File: src/logic/lc3b_cfg.svh
`ifndef LC3B_CFG_SVH
`define LC3B_CFG_SVH

// Condition codes out of reset hold Z
`define LC3B_RESET_CC 3'b010

`define LC3B_LINK_REG 3'd7

// Cycles from in_valid to res_valid
`define LC3B_PIPE_DEPTH 3

`endif

File: src/logic/lc3b_types.sv
`default_nettype none

package lc3b_types;

	typedef logic [15:0] lc3b_word;
	typedef logic [2:0]  lc3b_reg;

	typedef logic [8:0]  lc3b_offset9;
	typedef logic [10:0] lc3b_offset11;
	typedef logic [7:0]  lc3b_offset8;
	typedef logic [4:0]  lc3b_imm5;

	typedef logic [2:0]  lc3b_nzp; // N in bit 2, Z in bit 1, P in bit 0

	typedef enum logic [3:0] {
		op_br   = 4'b0000,
		op_add  = 4'b0001,
		op_ldb  = 4'b0010,
		op_stb  = 4'b0011,
		op_jsr  = 4'b0100,
		op_and  = 4'b0101,
		op_ldr  = 4'b0110,
		op_str  = 4'b0111,
		op_rti  = 4'b1000,
		op_not  = 4'b1001,
		op_ldi  = 4'b1010,
		op_sti  = 4'b1011,
		op_jmp  = 4'b1100,
		op_shf  = 4'b1101,
		op_lea  = 4'b1110,
		op_trap = 4'b1111
	} lc3b_opcode;

	typedef enum logic [2:0] {
		alu_add,
		alu_and,
		alu_not,
		alu_pass,
		alu_sll,
		alu_srl,
		alu_sra
	} lc3b_aluop;

endpackage : lc3b_types

`default_nettype wire

File: src/logic/alu.sv
`timescale 1ns/1ps
`default_nettype none

module alu (
	input  lc3b_types::lc3b_aluop aluop,
	input  lc3b_types::lc3b_word  a,
	input  lc3b_types::lc3b_word  b,
	output lc3b_types::lc3b_word  f
);
	import lc3b_types::*;

	logic [3:0] shamt;

	assign shamt = b[3:0]; // Only the low nibble counts for SHF

	always_comb begin
		case (aluop)
			alu_add:  f = a + b;
			alu_and:  f = a & b;
			alu_not:  f = ~a;
			alu_sll:  f = a << shamt;
			alu_srl:  f = a >> shamt;
			alu_sra:  f = lc3b_word'($signed(a) >>> shamt);
			default:  f = a;
		endcase
	end

endmodule : alu

`default_nettype wire

File: src/logic/execute_stage.sv
`timescale 1ns/1ps
`default_nettype none

module execute_stage (
	input  lc3b_types::lc3b_word     sr1,
	input  lc3b_types::lc3b_word     sr2,
	input  lc3b_types::lc3b_word     pc,
	input  lc3b_types::lc3b_offset9  offset9,
	input  lc3b_types::lc3b_offset11 offset11,
	input  lc3b_types::lc3b_offset8  offset8,
	input  lc3b_types::lc3b_imm5     imm5,
	input  lc3b_types::lc3b_word     write_data,
	input  logic                     sr1_forward_sel,
	input  logic                     sr2_forward_sel,
	input  logic                     sr2mux_sel,
	input  logic                     bradd2mux_sel,
	input  lc3b_types::lc3b_aluop    aluop,
	input  logic [1:0]               result_sel,
	input  logic [1:0]               target_sel,
	output lc3b_types::lc3b_word     result,
	output lc3b_types::lc3b_word     target
);
	import lc3b_types::*;

	lc3b_word sr1_fwd;
	lc3b_word sr2_fwd;
	lc3b_word imm_sext;
	lc3b_word sr2mux_out;
	lc3b_word adj9;
	lc3b_word adj11;
	lc3b_word br_add_out;
	lc3b_word br_add2_out;
	lc3b_word bradd2mux_out;
	lc3b_word trap_vec;
	lc3b_word alu_out;

	assign sr1_fwd = sr1_forward_sel ? write_data : sr1; // WB value beats the stale read
	assign sr2_fwd = sr2_forward_sel ? write_data : sr2;

	assign imm_sext   = {{11{imm5[4]}}, imm5};
	assign sr2mux_out = sr2mux_sel ? imm_sext : sr2_fwd;

	// Offsets count words, so shift them into byte offsets
	assign adj9  = {{6{offset9[8]}}, offset9, 1'b0};
	assign adj11 = {{4{offset11[10]}}, offset11, 1'b0};

	assign br_add_out  = pc + adj9;
	assign br_add2_out = pc + adj11;

	assign bradd2mux_out = bradd2mux_sel ? sr1_fwd : br_add2_out; // JMP and JSRR take the base

	assign trap_vec = {7'b0, offset8, 1'b0};

	alu arith_unit (
		.aluop (aluop),
		.a     (sr1_fwd),
		.b     (sr2mux_out),
		.f     (alu_out)
	);

	always_comb begin
		case (result_sel)
			2'd0:    result = alu_out;
			2'd1:    result = br_add_out; // LEA
			default: result = pc;         // Link value for R7
		endcase
	end

	always_comb begin
		case (target_sel)
			2'd0:    target = br_add_out;
			2'd1:    target = bradd2mux_out;
			default: target = trap_vec;
		endcase
	end

endmodule : execute_stage

`default_nettype wire

File: src/logic/id_stage.sv
`timescale 1ns/1ps
`default_nettype none

module id_stage (
	input  logic                     clk,
	input  logic                     arst_n,
	input  logic                     in_valid,
	input  lc3b_types::lc3b_word     in_instr,
	input  lc3b_types::lc3b_word     in_pc,
	input  lc3b_types::lc3b_word     rf_a,
	input  lc3b_types::lc3b_word     rf_b,
	output lc3b_types::lc3b_word     id_instr,
	output lc3b_types::lc3b_reg      src_a,
	output lc3b_types::lc3b_reg      src_b,
	output lc3b_types::lc3b_word     sr1,
	output lc3b_types::lc3b_word     sr2,
	output lc3b_types::lc3b_word     pc,
	output lc3b_types::lc3b_offset9  offset9,
	output lc3b_types::lc3b_offset11 offset11,
	output lc3b_types::lc3b_offset8  offset8,
	output lc3b_types::lc3b_imm5     imm5
);
	import lc3b_types::*;

	lc3b_word id_pc;

	// Reset value decodes as a BR with an empty mask
	always_ff @(posedge clk or negedge arst_n) begin
		if (!arst_n) begin
			id_instr <= '0;
		end else if (in_valid) begin
			id_instr <= in_instr;
		end
	end

	always_ff @(posedge clk) begin
		if (in_valid) begin
			id_pc <= in_pc;
		end
	end

	assign src_a = id_instr[8:6];
	assign src_b = id_instr[2:0];

	// ID/EX operand and field registers
	always_ff @(posedge clk) begin
		sr1      <= rf_a;
		sr2      <= rf_b;
		pc       <= id_pc;
		offset9  <= id_instr[8:0];
		offset11 <= id_instr[10:0];
		offset8  <= id_instr[7:0];
		imm5     <= id_instr[4:0];
	end

endmodule : id_stage

`default_nettype wire

File: src/logic/lc3b_pipe.sv
`timescale 1ns/1ps
`default_nettype none

module lc3b_pipe (
	input  logic                 clk,
	input  logic                 arst_n,
	input  logic                 in_valid,
	input  lc3b_types::lc3b_word in_instr,
	input  lc3b_types::lc3b_word in_pc,
	output logic                 res_valid,
	output logic                 res_we,
	output lc3b_types::lc3b_reg  res_dest,
	output lc3b_types::lc3b_word res_data,
	output lc3b_types::lc3b_word res_target,
	output logic                 res_taken
);
	import lc3b_types::*;

	lc3b_word     id_instr, rf_a, rf_b, write_data;
	lc3b_reg      src_a, src_b, ex_dest;
	lc3b_word     sr1, sr2, pc, result, target;
	lc3b_offset9  offset9;
	lc3b_offset11 offset11;
	lc3b_offset8  offset8;
	lc3b_imm5     imm5;
	lc3b_aluop    ex_aluop;
	logic         sr2mux_sel, bradd2mux_sel;
	logic         sr1_forward_sel, sr2_forward_sel;
	logic [1:0]   result_sel, target_sel;
	logic         ex_valid, ex_we, ex_taken;

	pipe_control i_ctrl (
		.clk             (clk),
		.arst_n          (arst_n),
		.in_valid        (in_valid),
		.id_instr        (id_instr),
		.write_data      (write_data),
		.ex_aluop        (ex_aluop),
		.sr2mux_sel      (sr2mux_sel),
		.result_sel      (result_sel),
		.target_sel      (target_sel),
		.bradd2mux_sel   (bradd2mux_sel),
		.sr1_forward_sel (sr1_forward_sel),
		.sr2_forward_sel (sr2_forward_sel),
		.ex_valid        (ex_valid),
		.ex_we           (ex_we),
		.ex_dest         (ex_dest),
		.ex_taken        (ex_taken)
	);

	id_stage i_id (
		.clk      (clk),
		.arst_n   (arst_n),
		.in_valid (in_valid),
		.in_instr (in_instr),
		.in_pc    (in_pc),
		.rf_a     (rf_a),
		.rf_b     (rf_b),
		.id_instr (id_instr),
		.src_a    (src_a),
		.src_b    (src_b),
		.sr1      (sr1),
		.sr2      (sr2),
		.pc       (pc),
		.offset9  (offset9),
		.offset11 (offset11),
		.offset8  (offset8),
		.imm5     (imm5)
	);

	// Written from WB, read by the instruction in ID
	regfile i_rf (
		.clk    (clk),
		.arst_n (arst_n),
		.we     (res_we),
		.dest   (res_dest),
		.data   (write_data),
		.src_a  (src_a),
		.src_b  (src_b),
		.out_a  (rf_a),
		.out_b  (rf_b)
	);

	execute_stage i_ex (
		.sr1             (sr1),
		.sr2             (sr2),
		.pc              (pc),
		.offset9         (offset9),
		.offset11        (offset11),
		.offset8         (offset8),
		.imm5            (imm5),
		.write_data      (write_data),
		.sr1_forward_sel (sr1_forward_sel),
		.sr2_forward_sel (sr2_forward_sel),
		.sr2mux_sel      (sr2mux_sel),
		.bradd2mux_sel   (bradd2mux_sel),
		.aluop           (ex_aluop),
		.result_sel      (result_sel),
		.target_sel      (target_sel),
		.result          (result),
		.target          (target)
	);

	wb_stage i_wb (
		.clk        (clk),
		.arst_n     (arst_n),
		.ex_valid   (ex_valid),
		.ex_we      (ex_we),
		.ex_dest    (ex_dest),
		.ex_taken   (ex_taken),
		.result     (result),
		.target     (target),
		.write_data (write_data),
		.res_valid  (res_valid),
		.res_we     (res_we),
		.res_dest   (res_dest),
		.res_data   (res_data),
		.res_target (res_target),
		.res_taken  (res_taken)
	);

endmodule : lc3b_pipe

`default_nettype wire

File: src/logic/pipe_control.sv
`timescale 1ns/1ps
`default_nettype none

`include "lc3b_cfg.svh"

module pipe_control (
	input  logic                  clk,
	input  logic                  arst_n,
	input  logic                  in_valid,
	input  lc3b_types::lc3b_word  id_instr,
	input  lc3b_types::lc3b_word  write_data,
	output lc3b_types::lc3b_aluop ex_aluop,
	output logic                  sr2mux_sel,
	output logic [1:0]            result_sel,
	output logic [1:0]            target_sel,
	output logic                  bradd2mux_sel,
	output logic                  sr1_forward_sel,
	output logic                  sr2_forward_sel,
	output logic                  ex_valid,
	output logic                  ex_we,
	output lc3b_types::lc3b_reg   ex_dest,
	output logic                  ex_taken
);
	import lc3b_types::*;

	function automatic lc3b_nzp gen_cc(input lc3b_word w);
		if (w[15])
			return 3'b100;
		else if (w == '0)
			return 3'b010;
		return 3'b001;
	endfunction

	lc3b_opcode opcode;
	logic       id_valid;

	logic       dec_we, dec_cc_we, dec_branch, dec_jump;
	logic       dec_sr2mux_sel, dec_bradd2_sel;
	logic [1:0] dec_result_sel, dec_target_sel;
	lc3b_aluop  dec_aluop;
	lc3b_reg    dec_dest;

	logic       ex_cc_we, ex_branch, ex_jump;
	lc3b_nzp    ex_mask;
	lc3b_reg    ex_src1, ex_src2;

	logic       wb_valid, wb_we, wb_cc_we;
	lc3b_reg    wb_dest;
	lc3b_nzp    cc_reg, cc_ex;

	assign opcode = lc3b_opcode'(id_instr[15:12]);

	always_comb begin
		dec_we         = 1'b0;
		dec_cc_we      = 1'b0;
		dec_branch     = 1'b0;
		dec_jump       = 1'b0;
		dec_sr2mux_sel = 1'b0;
		dec_bradd2_sel = 1'b0;
		dec_result_sel = 2'd0;
		dec_target_sel = 2'd0;
		dec_aluop      = alu_pass;
		dec_dest       = id_instr[11:9];
		case (opcode)
			op_add, op_and, op_not: begin
				dec_we         = 1'b1;
				dec_cc_we      = 1'b1;
				dec_sr2mux_sel = id_instr[5];
				dec_aluop      = (opcode == op_add) ? alu_add :
				                 (opcode == op_and) ? alu_and : alu_not;
			end
			op_shf: begin
				dec_we         = 1'b1;
				dec_cc_we      = 1'b1;
				dec_sr2mux_sel = 1'b1; // Shift amount rides in the immediate
				dec_aluop      = id_instr[4] ? alu_sll : (id_instr[5] ? alu_sra : alu_srl);
			end
			op_lea: begin
				dec_we         = 1'b1;
				dec_cc_we      = 1'b1;
				dec_result_sel = 2'd1;
			end
			op_br: dec_branch = 1'b1;
			op_jmp: begin
				dec_jump       = 1'b1;
				dec_target_sel = 2'd1;
				dec_bradd2_sel = 1'b1;
			end
			op_jsr: begin
				dec_jump       = 1'b1;
				dec_we         = 1'b1;
				dec_dest       = `LC3B_LINK_REG;
				dec_result_sel = 2'd2;
				dec_target_sel = 2'd1;
				dec_bradd2_sel = ~id_instr[11]; // Bit 11 clear means JSRR
			end
			op_trap: begin
				dec_jump       = 1'b1;
				dec_we         = 1'b1;
				dec_dest       = `LC3B_LINK_REG;
				dec_result_sel = 2'd2;
				dec_target_sel = 2'd2;
			end
			default: ; // Loads, stores, RTI and the rest retire as no-ops
		endcase
	end

	always_ff @(posedge clk or negedge arst_n) begin
		if (!arst_n) begin
			id_valid      <= 1'b0;
			ex_valid      <= 1'b0;
			ex_we         <= 1'b0;
			ex_cc_we      <= 1'b0;
			ex_branch     <= 1'b0;
			ex_jump       <= 1'b0;
			ex_aluop      <= alu_pass;
			sr2mux_sel    <= 1'b0;
			result_sel    <= 2'd0;
			target_sel    <= 2'd0;
			bradd2mux_sel <= 1'b0;
			ex_mask       <= '0;
			ex_dest       <= '0;
			ex_src1       <= '0;
			ex_src2       <= '0;
		end else begin
			id_valid      <= in_valid;
			ex_valid      <= id_valid;
			ex_we         <= id_valid & dec_we;
			ex_cc_we      <= id_valid & dec_cc_we;
			ex_branch     <= id_valid & dec_branch;
			ex_jump       <= id_valid & dec_jump;
			ex_aluop      <= dec_aluop;
			sr2mux_sel    <= dec_sr2mux_sel;
			result_sel    <= dec_result_sel;
			target_sel    <= dec_target_sel;
			bradd2mux_sel <= dec_bradd2_sel;
			ex_mask       <= id_instr[11:9];
			ex_dest       <= dec_dest;
			ex_src1       <= id_instr[8:6];
			ex_src2       <= id_instr[2:0];
		end
	end

	// WB copy of what wb_stage holds, for forwarding and the CC update
	always_ff @(posedge clk or negedge arst_n) begin
		if (!arst_n) begin
			wb_valid <= 1'b0;
			wb_we    <= 1'b0;
			wb_cc_we <= 1'b0;
			wb_dest  <= '0;
			cc_reg   <= `LC3B_RESET_CC;
		end else begin
			wb_valid <= ex_valid;
			wb_we    <= ex_we;
			wb_cc_we <= ex_cc_we;
			wb_dest  <= ex_dest;
			if (wb_valid && wb_cc_we)
				cc_reg <= gen_cc(write_data);
		end
	end

	assign sr1_forward_sel = wb_valid & wb_we & (wb_dest == ex_src1);
	assign sr2_forward_sel = wb_valid & wb_we & (wb_dest == ex_src2);

	assign cc_ex    = (wb_valid && wb_cc_we) ? gen_cc(write_data) : cc_reg;
	assign ex_taken = ex_valid & (ex_jump | (ex_branch & |(ex_mask & cc_ex)));

endmodule : pipe_control

`default_nettype wire

File: src/logic/regfile.sv
`timescale 1ns/1ps
`default_nettype none

module regfile (
	input  logic                  clk,
	input  logic                  arst_n,
	input  logic                  we,
	input  lc3b_types::lc3b_reg   dest,
	input  lc3b_types::lc3b_word  data,
	input  lc3b_types::lc3b_reg   src_a,
	input  lc3b_types::lc3b_reg   src_b,
	output lc3b_types::lc3b_word  out_a,
	output lc3b_types::lc3b_word  out_b
);
	import lc3b_types::*;

	lc3b_word regs [8];

	always_ff @(posedge clk or negedge arst_n) begin
		if (!arst_n) begin
			for (int i = 0; i < 8; i++) begin
				regs[i] <= '0;
			end
		end else if (we) begin
			regs[dest] <= data;
		end
	end

	// A write in the same cycle shows up on the read port at once
	assign out_a = (we && dest == src_a) ? data : regs[src_a];
	assign out_b = (we && dest == src_b) ? data : regs[src_b];

endmodule : regfile

`default_nettype wire

File: src/logic/wb_stage.sv
`timescale 1ns/1ps
`default_nettype none

module wb_stage (
	input  logic                 clk,
	input  logic                 arst_n,
	input  logic                 ex_valid,
	input  logic                 ex_we,
	input  lc3b_types::lc3b_reg  ex_dest,
	input  logic                 ex_taken,
	input  lc3b_types::lc3b_word result,
	input  lc3b_types::lc3b_word target,
	output lc3b_types::lc3b_word write_data,
	output logic                 res_valid,
	output logic                 res_we,
	output lc3b_types::lc3b_reg  res_dest,
	output lc3b_types::lc3b_word res_data,
	output lc3b_types::lc3b_word res_target,
	output logic                 res_taken
);
	import lc3b_types::*;

	lc3b_word wb_data;

	always_ff @(posedge clk or negedge arst_n) begin
		if (!arst_n) begin
			res_valid <= 1'b0;
			res_we    <= 1'b0;
			res_taken <= 1'b0;
		end else begin
			res_valid <= ex_valid;
			res_we    <= ex_valid & ex_we;
			res_taken <= ex_valid & ex_taken;
		end
	end

	always_ff @(posedge clk) begin
		res_dest   <= ex_dest;
		wb_data    <= result;
		res_target <= target;
	end

	assign write_data = wb_data; // Also the forwarding source
	assign res_data   = wb_data;

endmodule : wb_stage

`default_nettype wire

File: config.mk
export PLATFORM = sky130hd
export DESIGN_NAME = lc3b_pipe
export DESIGN_NICKNAME = d
export VERILOG_FILES = /design/src/logic/lc3b_types.sv /design/src/logic/alu.sv /design/src/logic/execute_stage.sv /design/src/logic/id_stage.sv /design/src/logic/lc3b_pipe.sv /design/src/logic/pipe_control.sv /design/src/logic/regfile.sv /design/src/logic/wb_stage.sv
export VERILOG_INCLUDE_DIRS = /design/src /design/src/logic
export SDC_FILE = /design/constraint.sdc
export NUM_CORES = 1
export LEC_CHECK = 0
export BUFFER_PORTS_ARGS = -buffer_cell sky130_fd_sc_hd__buf_4
export CORE_ASPECT_RATIO = 0.5
export CORE_MARGIN = 3
export CORE_UTILIZATION = 55
export CTS_BUF_LIST = sky130_fd_sc_hd__clkbuf_2 sky130_fd_sc_hd__clkbuf_4 sky130_fd_sc_hd__clkbuf_8
export DETAILED_ROUTE_END_ITERATION = 16
export PLACE_DENSITY_LB_ADDON = 0.25
export SLEW_MARGIN = 10
export SYNTH_ARGS = -nofsm -noshare
export SYNTH_HDL_FRONTEND = slang
export SYNTH_HIERARCHICAL = 1
export SYNTH_SLANG_ARGS = --single-unit
File: constraint.sdc
create_clock -name clk -period 4.8 [get_ports clk]
set_clock_uncertainty 0.1 [all_clocks]
set_input_delay 0.48 -clock clk [delete_from_list [all_inputs] [get_ports clk]]
set_output_delay 0.48 -clock clk [all_outputs]
set_load 0.03 [all_outputs]
Yosys cells after proc, flatten, opt, wreduce, memory -nomap -nowiden
Index checks and enable logic that the tools add are counted.
Operators by class
  shift operators: 3
  $add $sub $neg: 3
  $lt $le $gt $ge: 4
  reduce and logical (&&, ||, !) cells: 16
  bitwise logic cells: 19
  equal/unequal tests: 19
  mux-type cells: 40
Operators with widths (count)
  $mux W16: 11
  $bwmux W128: 1
  $bmux W16 S3: 2
  $pmux W16 S6: 1
  $pmux W16 S2: 2
  $add A16 B16 Y16: 3
  $demux W16 S3: 1
  $mux W3: 8
  $eq A4 B4 Y1 const B: 5
  $and A16 B16 Y16: 1
  $logic_not A16 Y1: 1
  $not A16 Y16: 1
  $shl A16 B4 Y16: 1
  $shr A16 B4 Y16: 1
  $sshr A16 B4 Y16: 1
  $eq A3 B3 Y1: 4
  $ge A4 B4 Y1 const B: 3
  $not A3 Y4: 3
  $and A1 B1 Y1: 11
  $eq A3 B3 Y1 const B: 3
  $reduce_or A3 Y1: 3
  $eq A4 B3 Y1 const B: 2
  $pmux W2 S2: 2
  $mux W1: 7
  18 further kinds: 26
Word-level totals
  flip-flop bits (word level): 314
  output and inout port bits: 38
  input bits: 35
  logic and storage cells: 146

Longest topological paths before layout
  word-level depth: 11
  depth in mapped cells: 17

Cells and area by module
Netlist, hierarchy kept.
By module, submodules not included
  regfile: area an instance 7533.5 um^2, instances 1, cells an instance 452
  alu: area an instance 2905.3 um^2, instances 1, cells an instance 411
  execute_stage: area an instance 2643.8 um^2, instances 1, cells an instance 383
  id_stage: area an instance 2521.2 um^2, instances 1, cells an instance 137
  pipe_control: area an instance 1312.5 um^2, instances 1, cells an instance 99
  wb_stage: area an instance 908.4 um^2, instances 1, cells an instance 56

Worst setup path after synthesis
Ideal clock, no wire load.
  path type: register -> register
  start point: register i_ctrl.wb_dest[2]
  end point: register i_wb.wb_data[13] (netlist: i_wb/res_data[13])
  arrival time: 3.768 ns
  slack: 0.811 ns
  path buffers: 3
  cell stages (with the launch flop): 16
  period minus slack after synthesis: 3.989 ns
  cell sequence: dfrtp_1 > xor2_1 > nor4_1 > clkbuf_1 > clkbuf_1 > mux2i_1 > o21ai_0 > buf_6 > mux2_2 > mux2_2 > o211a_1 > nand2b_1 > a21oi_1 > o22ai_1 > mux2_2 > mux2_2
On the way
  word-level cells in the longest chain between the ends: 7
RTL lines
  start: declaration: RTL line pipe_control.sv:48  | lc3b_reg wb_dest;
  start signal: assignment: RTL line pipe_control.sv:156  | wb_dest <= ex_dest;
  $eq A3 B3 Y1 (*): RTL line pipe_control.sv:163  | assign sr2_forward_sel = wb_valid & wb_we & (wb_dest == ex_src2);
  $and A1 B1 Y1 (*): RTL line pipe_control.sv:163
  net sr2_forward_sel: RTL line lc3b_pipe.sv:28  | logic sr1_forward_sel, sr2_forward_sel;
  $mux W16 (*): RTL line execute_stage.sv:38  | assign sr2_fwd = sr2_forward_sel ? write_data : sr2;
  $mux W16 (*): RTL line execute_stage.sv:41  | assign sr2mux_out = sr2mux_sel ? imm_sext : sr2_fwd;
  net i_ex.sr2mux_out[1]: RTL line execute_stage.sv:28  | lc3b_word sr2mux_out;
  $add A16 B16 Y16, or another cell as far along: RTL line alu.sv:18  | alu_add: f = a + b;
  $pmux W16 S6 (*): RTL line alu.sv:17  | case (aluop)
  net i_ex.alu_out[13]: RTL line execute_stage.sv:35  | lc3b_word alu_out;
  $pmux W16 S2 (*): RTL line execute_stage.sv:62  | case (result_sel)
  net result[13]: RTL line lc3b_pipe.sv:21  | lc3b_word sr1, sr2, pc, result, target;
  end signal: assignment: RTL line wb_stage.sv:39  | wb_data <= result;
  end: declaration: RTL line wb_stage.sv:23  | lc3b_word wb_data;
Mark *: on every way through the listed nets, which the timed path passes. The rest lies on a longest branch.
A chain may end at the register's enable or synchronous reset.

Worst setup path after layout
  start point: register i_ctrl.wb_dest[2]
  end point: register i_wb.wb_data[7] (netlist: i_wb/res_data[7])
Same word-level chain as after synthesis.

==> flow_summary.yaml <==
synth:
  ys_ff_latch: 293
  synth.distinct_cells: 95
  syn_inst: 1538
  synth_area_mm2: 0.01782
  yosysSeqAreaShare_pct: 38.97
  avgSynthCellArea_um2: 11.59
  synth_top_cell_area_share_pct: 25.27
  synth_top_cell_by_area: "dfrtp_1"
  yosys-top-cells-area: "dfrtp_1 (25%), mux2_2 (14%), dfxtp_1 (11%), mux4_1 (9.6%), ha_1 (3.2%)"
  synth_edf_count: 16
  synthArstFlopShare_pct: 62.46
  yosysWarnings: 6
  syn-num-nets: 1621
  yosys_most_used_dff: "dfrtp_1"
clocking:
  numClockSinks: 293
  cts_buffers: 42
  clock_latency_ps: 600
  cts_resized: 0
  cts_root_buffer: "clkbuf_8"
  cts_tree: "built"
  clkTransAtPathRegs_ps: 70
  cts_max_path_buffers: 3
  h-tree-depth: 2
worst_setup_path:
  crit_fanout: 30
  end_kind: "register"
  worstSetupPathType: "register to register"
  cp.depth: 13
  slowest_stage: "nor4_2"
  start_kind: "register"
  crit_family: "compound AO/OA/AOI/OAI gates"
  arrival_ps: 4700
  critPathMaxStageDelay_ps: 620
  path_cells: "xor2_1 -> nor4_2 -> mux2i_1 -> o21ai_4 -> buf_4 -> mux2_1 -> a21oi_1 -> nor3_1 -> nor3_1 -> a31oi_1 -> mux2i_1 -> o21ai_0 -> buf_4"
  required_ps: 5200
  critPathBufInv: 2
  reg2reg_depth: 13
routing:
  avgViaCountPerCell: 6.401
  wirelength_mm: 51.11
  ant_nets: 0
  drt_pre_antenna_iters: 5
  drt-initial-drc-count: 1251
  vias: 12910
  wl_per_cell_um: 25.34
  drc_errors: 0
grt:
  antenna_found_initial: 5
  grt_pass1_wl_mm: 77.53
  grt_pass1_vias: 12864
  use_met2_pct: 44.66
  grt_usage_pct: 29.32
  busiest_layer: "met2"
  grt_use_met3_pct: 6.743
  use_met1_pct: 42.33
  grt_max_degree: 117
  grt-ovfl-total: 0
sta:
  holdWs_ps: 41.26
  rsz0062_at_grt: "no"
  max_freq_mhz: 232.4
  setup_viol: 0
  fin_setup_tns_ps: 0
  drv_slew: 0
  fin_crit_ps: 4303
  worst_slack_ps: 497.5
  period_share_pct: 89.64
  worst_slew_pin_slew_ps: 1067
  hold_viol: 0
  slew_headroom_pct: 28.34
flow_run:
  cap_violations: 0
finish:
  drive_above_1_share_pct: 29.30
  fill_cells: 2435
  fin_util_pct: 62.63
  nets: 1643
  final-seq-area_mm2: 0.006948
  area_growth_pct: 9.202
  multiInputGateArea_mm2: 0.009822
  largest_reg_flops: 128
  top_register: "i_rf/regs"
  fin_cells: 2017
  n_antenna_cell: 0
floorplan:
  die_height_um: 133.3
  start_util_pct: 57.35
  die_area_mm2: 0.03474
  fp.coreArea_mm2: 0.03108
  rows: 45
  die-width_um: 260.6
  ioPinCount: 73
place:
  port_buffers: 72
  preCtsSetupSlack_ps: 621.1
  post-dp-hpwl_mm: 35.33
  dp_cells: 1909
  globalplace.congestion: 0.9680
power:
  powerDensity_mw_per_mm2: 564.7
  worst_ir_drop_vdd_mv: 0.2610
  p_leak_uw: 0.008665
hold_path:
  hold_path_class: "input port to register"
  worstHoldPathCells: 2
run_status:
  status: "complete, no violations"
-- worst paths after layout --
kind | from | endpoint | slack [ps]
setup reg to reg | i_ctrl/wb_dest[2] | i_wb/res_data[7] | 500
setup / recovery | i_ctrl/wb_dest[2] | i_wb/res_data[7] | 500
hold reg to reg | i_id/id_pc[6] | i_id/pc[6] | 240
max in group asynchronous | arst_n | i_ctrl/ex_aluop[0] | 3030
hold / removal | in_instr[2] | i_id/id_instr[2] | 40
min in group asynchronous | arst_n | i_rf/regs[122] | 510
-- repair_timing --
| action | 4_1_cts | 5_1_grt |
|---|---|---|
| setup buffers | 0 | 0 |
| hold endpoints to repair | 144 | 0 |
| hold buffers | 30 | 0 |
-- cells in the final DEF, fill, tap and decap left out, types with 16 or more instances in the layout --
cell type | Yosys | final
mux2_2 | 215 | 215
dfrtp_1 | 180 | 178
buf_4 | 50 | 101
nand2_1 | 97 | 97
dfxtp_1 | 94 | 94
nor2_1 | 93 | 93
a21oi_1 | 66 | 66
mux4_1 | 65 | 65
o21ai_0 | 60 | 56
clkbuf_8 | 2 | 51
ha_1 | 45 | 45
mux2i_1 | 44 | 44
dlygate4sd3_1 | 0 | 30
inv_1 | 28 | 28
xnor2_1 | 28 | 28
xor2_1 | 23 | 23
mux2_4 | 22 | 22
a211oi_1 | 21 | 21
nor2b_1 | 20 | 20
nor3_1 | 17 | 17
edfxtp_1 | 16 | 16
-- synthesized netlist by cell type, types with 23 or more instances --
library cell    n
o21ai_0        60
nor2_1         93
xor2_1         23
nand2_1        97
clkbuf_1       43
ha_1           45
dfxtp_1        94
buf_4          50
mux2_2        215
dfrtp_1       180
mux4_1         65
inv_1          28
xnor2_1        28
mux2i_1        44
a21oi_1        66
-- routing by layer --
| layer | share of wire, % | wire length [µm] |
|---|---|---|
| met5 | 0.025 | 13 |
| met4 | 2.3 | 1162 |
| met2 | 44 | 22730 |
| met1 | 45 | 23000 |
| met3 | 8.2 | 4206 |
-- where the power goes --
group / switching, µW / total, µW / internal [µW]
sequential: 770 / 4000 / 3230
combinational: 2540 / 4730 / 2200
clock: 1030 / 2260 / 1240
-- area by class of cell --
type	count	area share, %
multi-input cells	1060	50.46
clock buffers	63	4.069
clock inverters	15	0.8806
flip-flops and latches	293	35.69
well taps	423	2.719
repair buffers	133	5.599
inverters	30	0.5785
-- per-stage QoR --
stage               power [µW]  area (µm²)
global route             11560       19460
global placement          8481       18200
finish                   10990       19460
floorplan                 7303       17820
detailed placement        8622       18200
CTS                      10930       19460
-- cells by family (layout without fill, tap and decap cells) --
group,Yosys count,in the layout,share of synthesized area (%)
xor+xnor,51,51,2.506
compound gates,281,281,10.52
simple gates,311,311,8.480
mux,369,369,29.89
flops,293,293,38.97
fa+ha+maj,48,48,3.496
buf+inv,185,241,6.149
(Power assumes the default switching activity.)
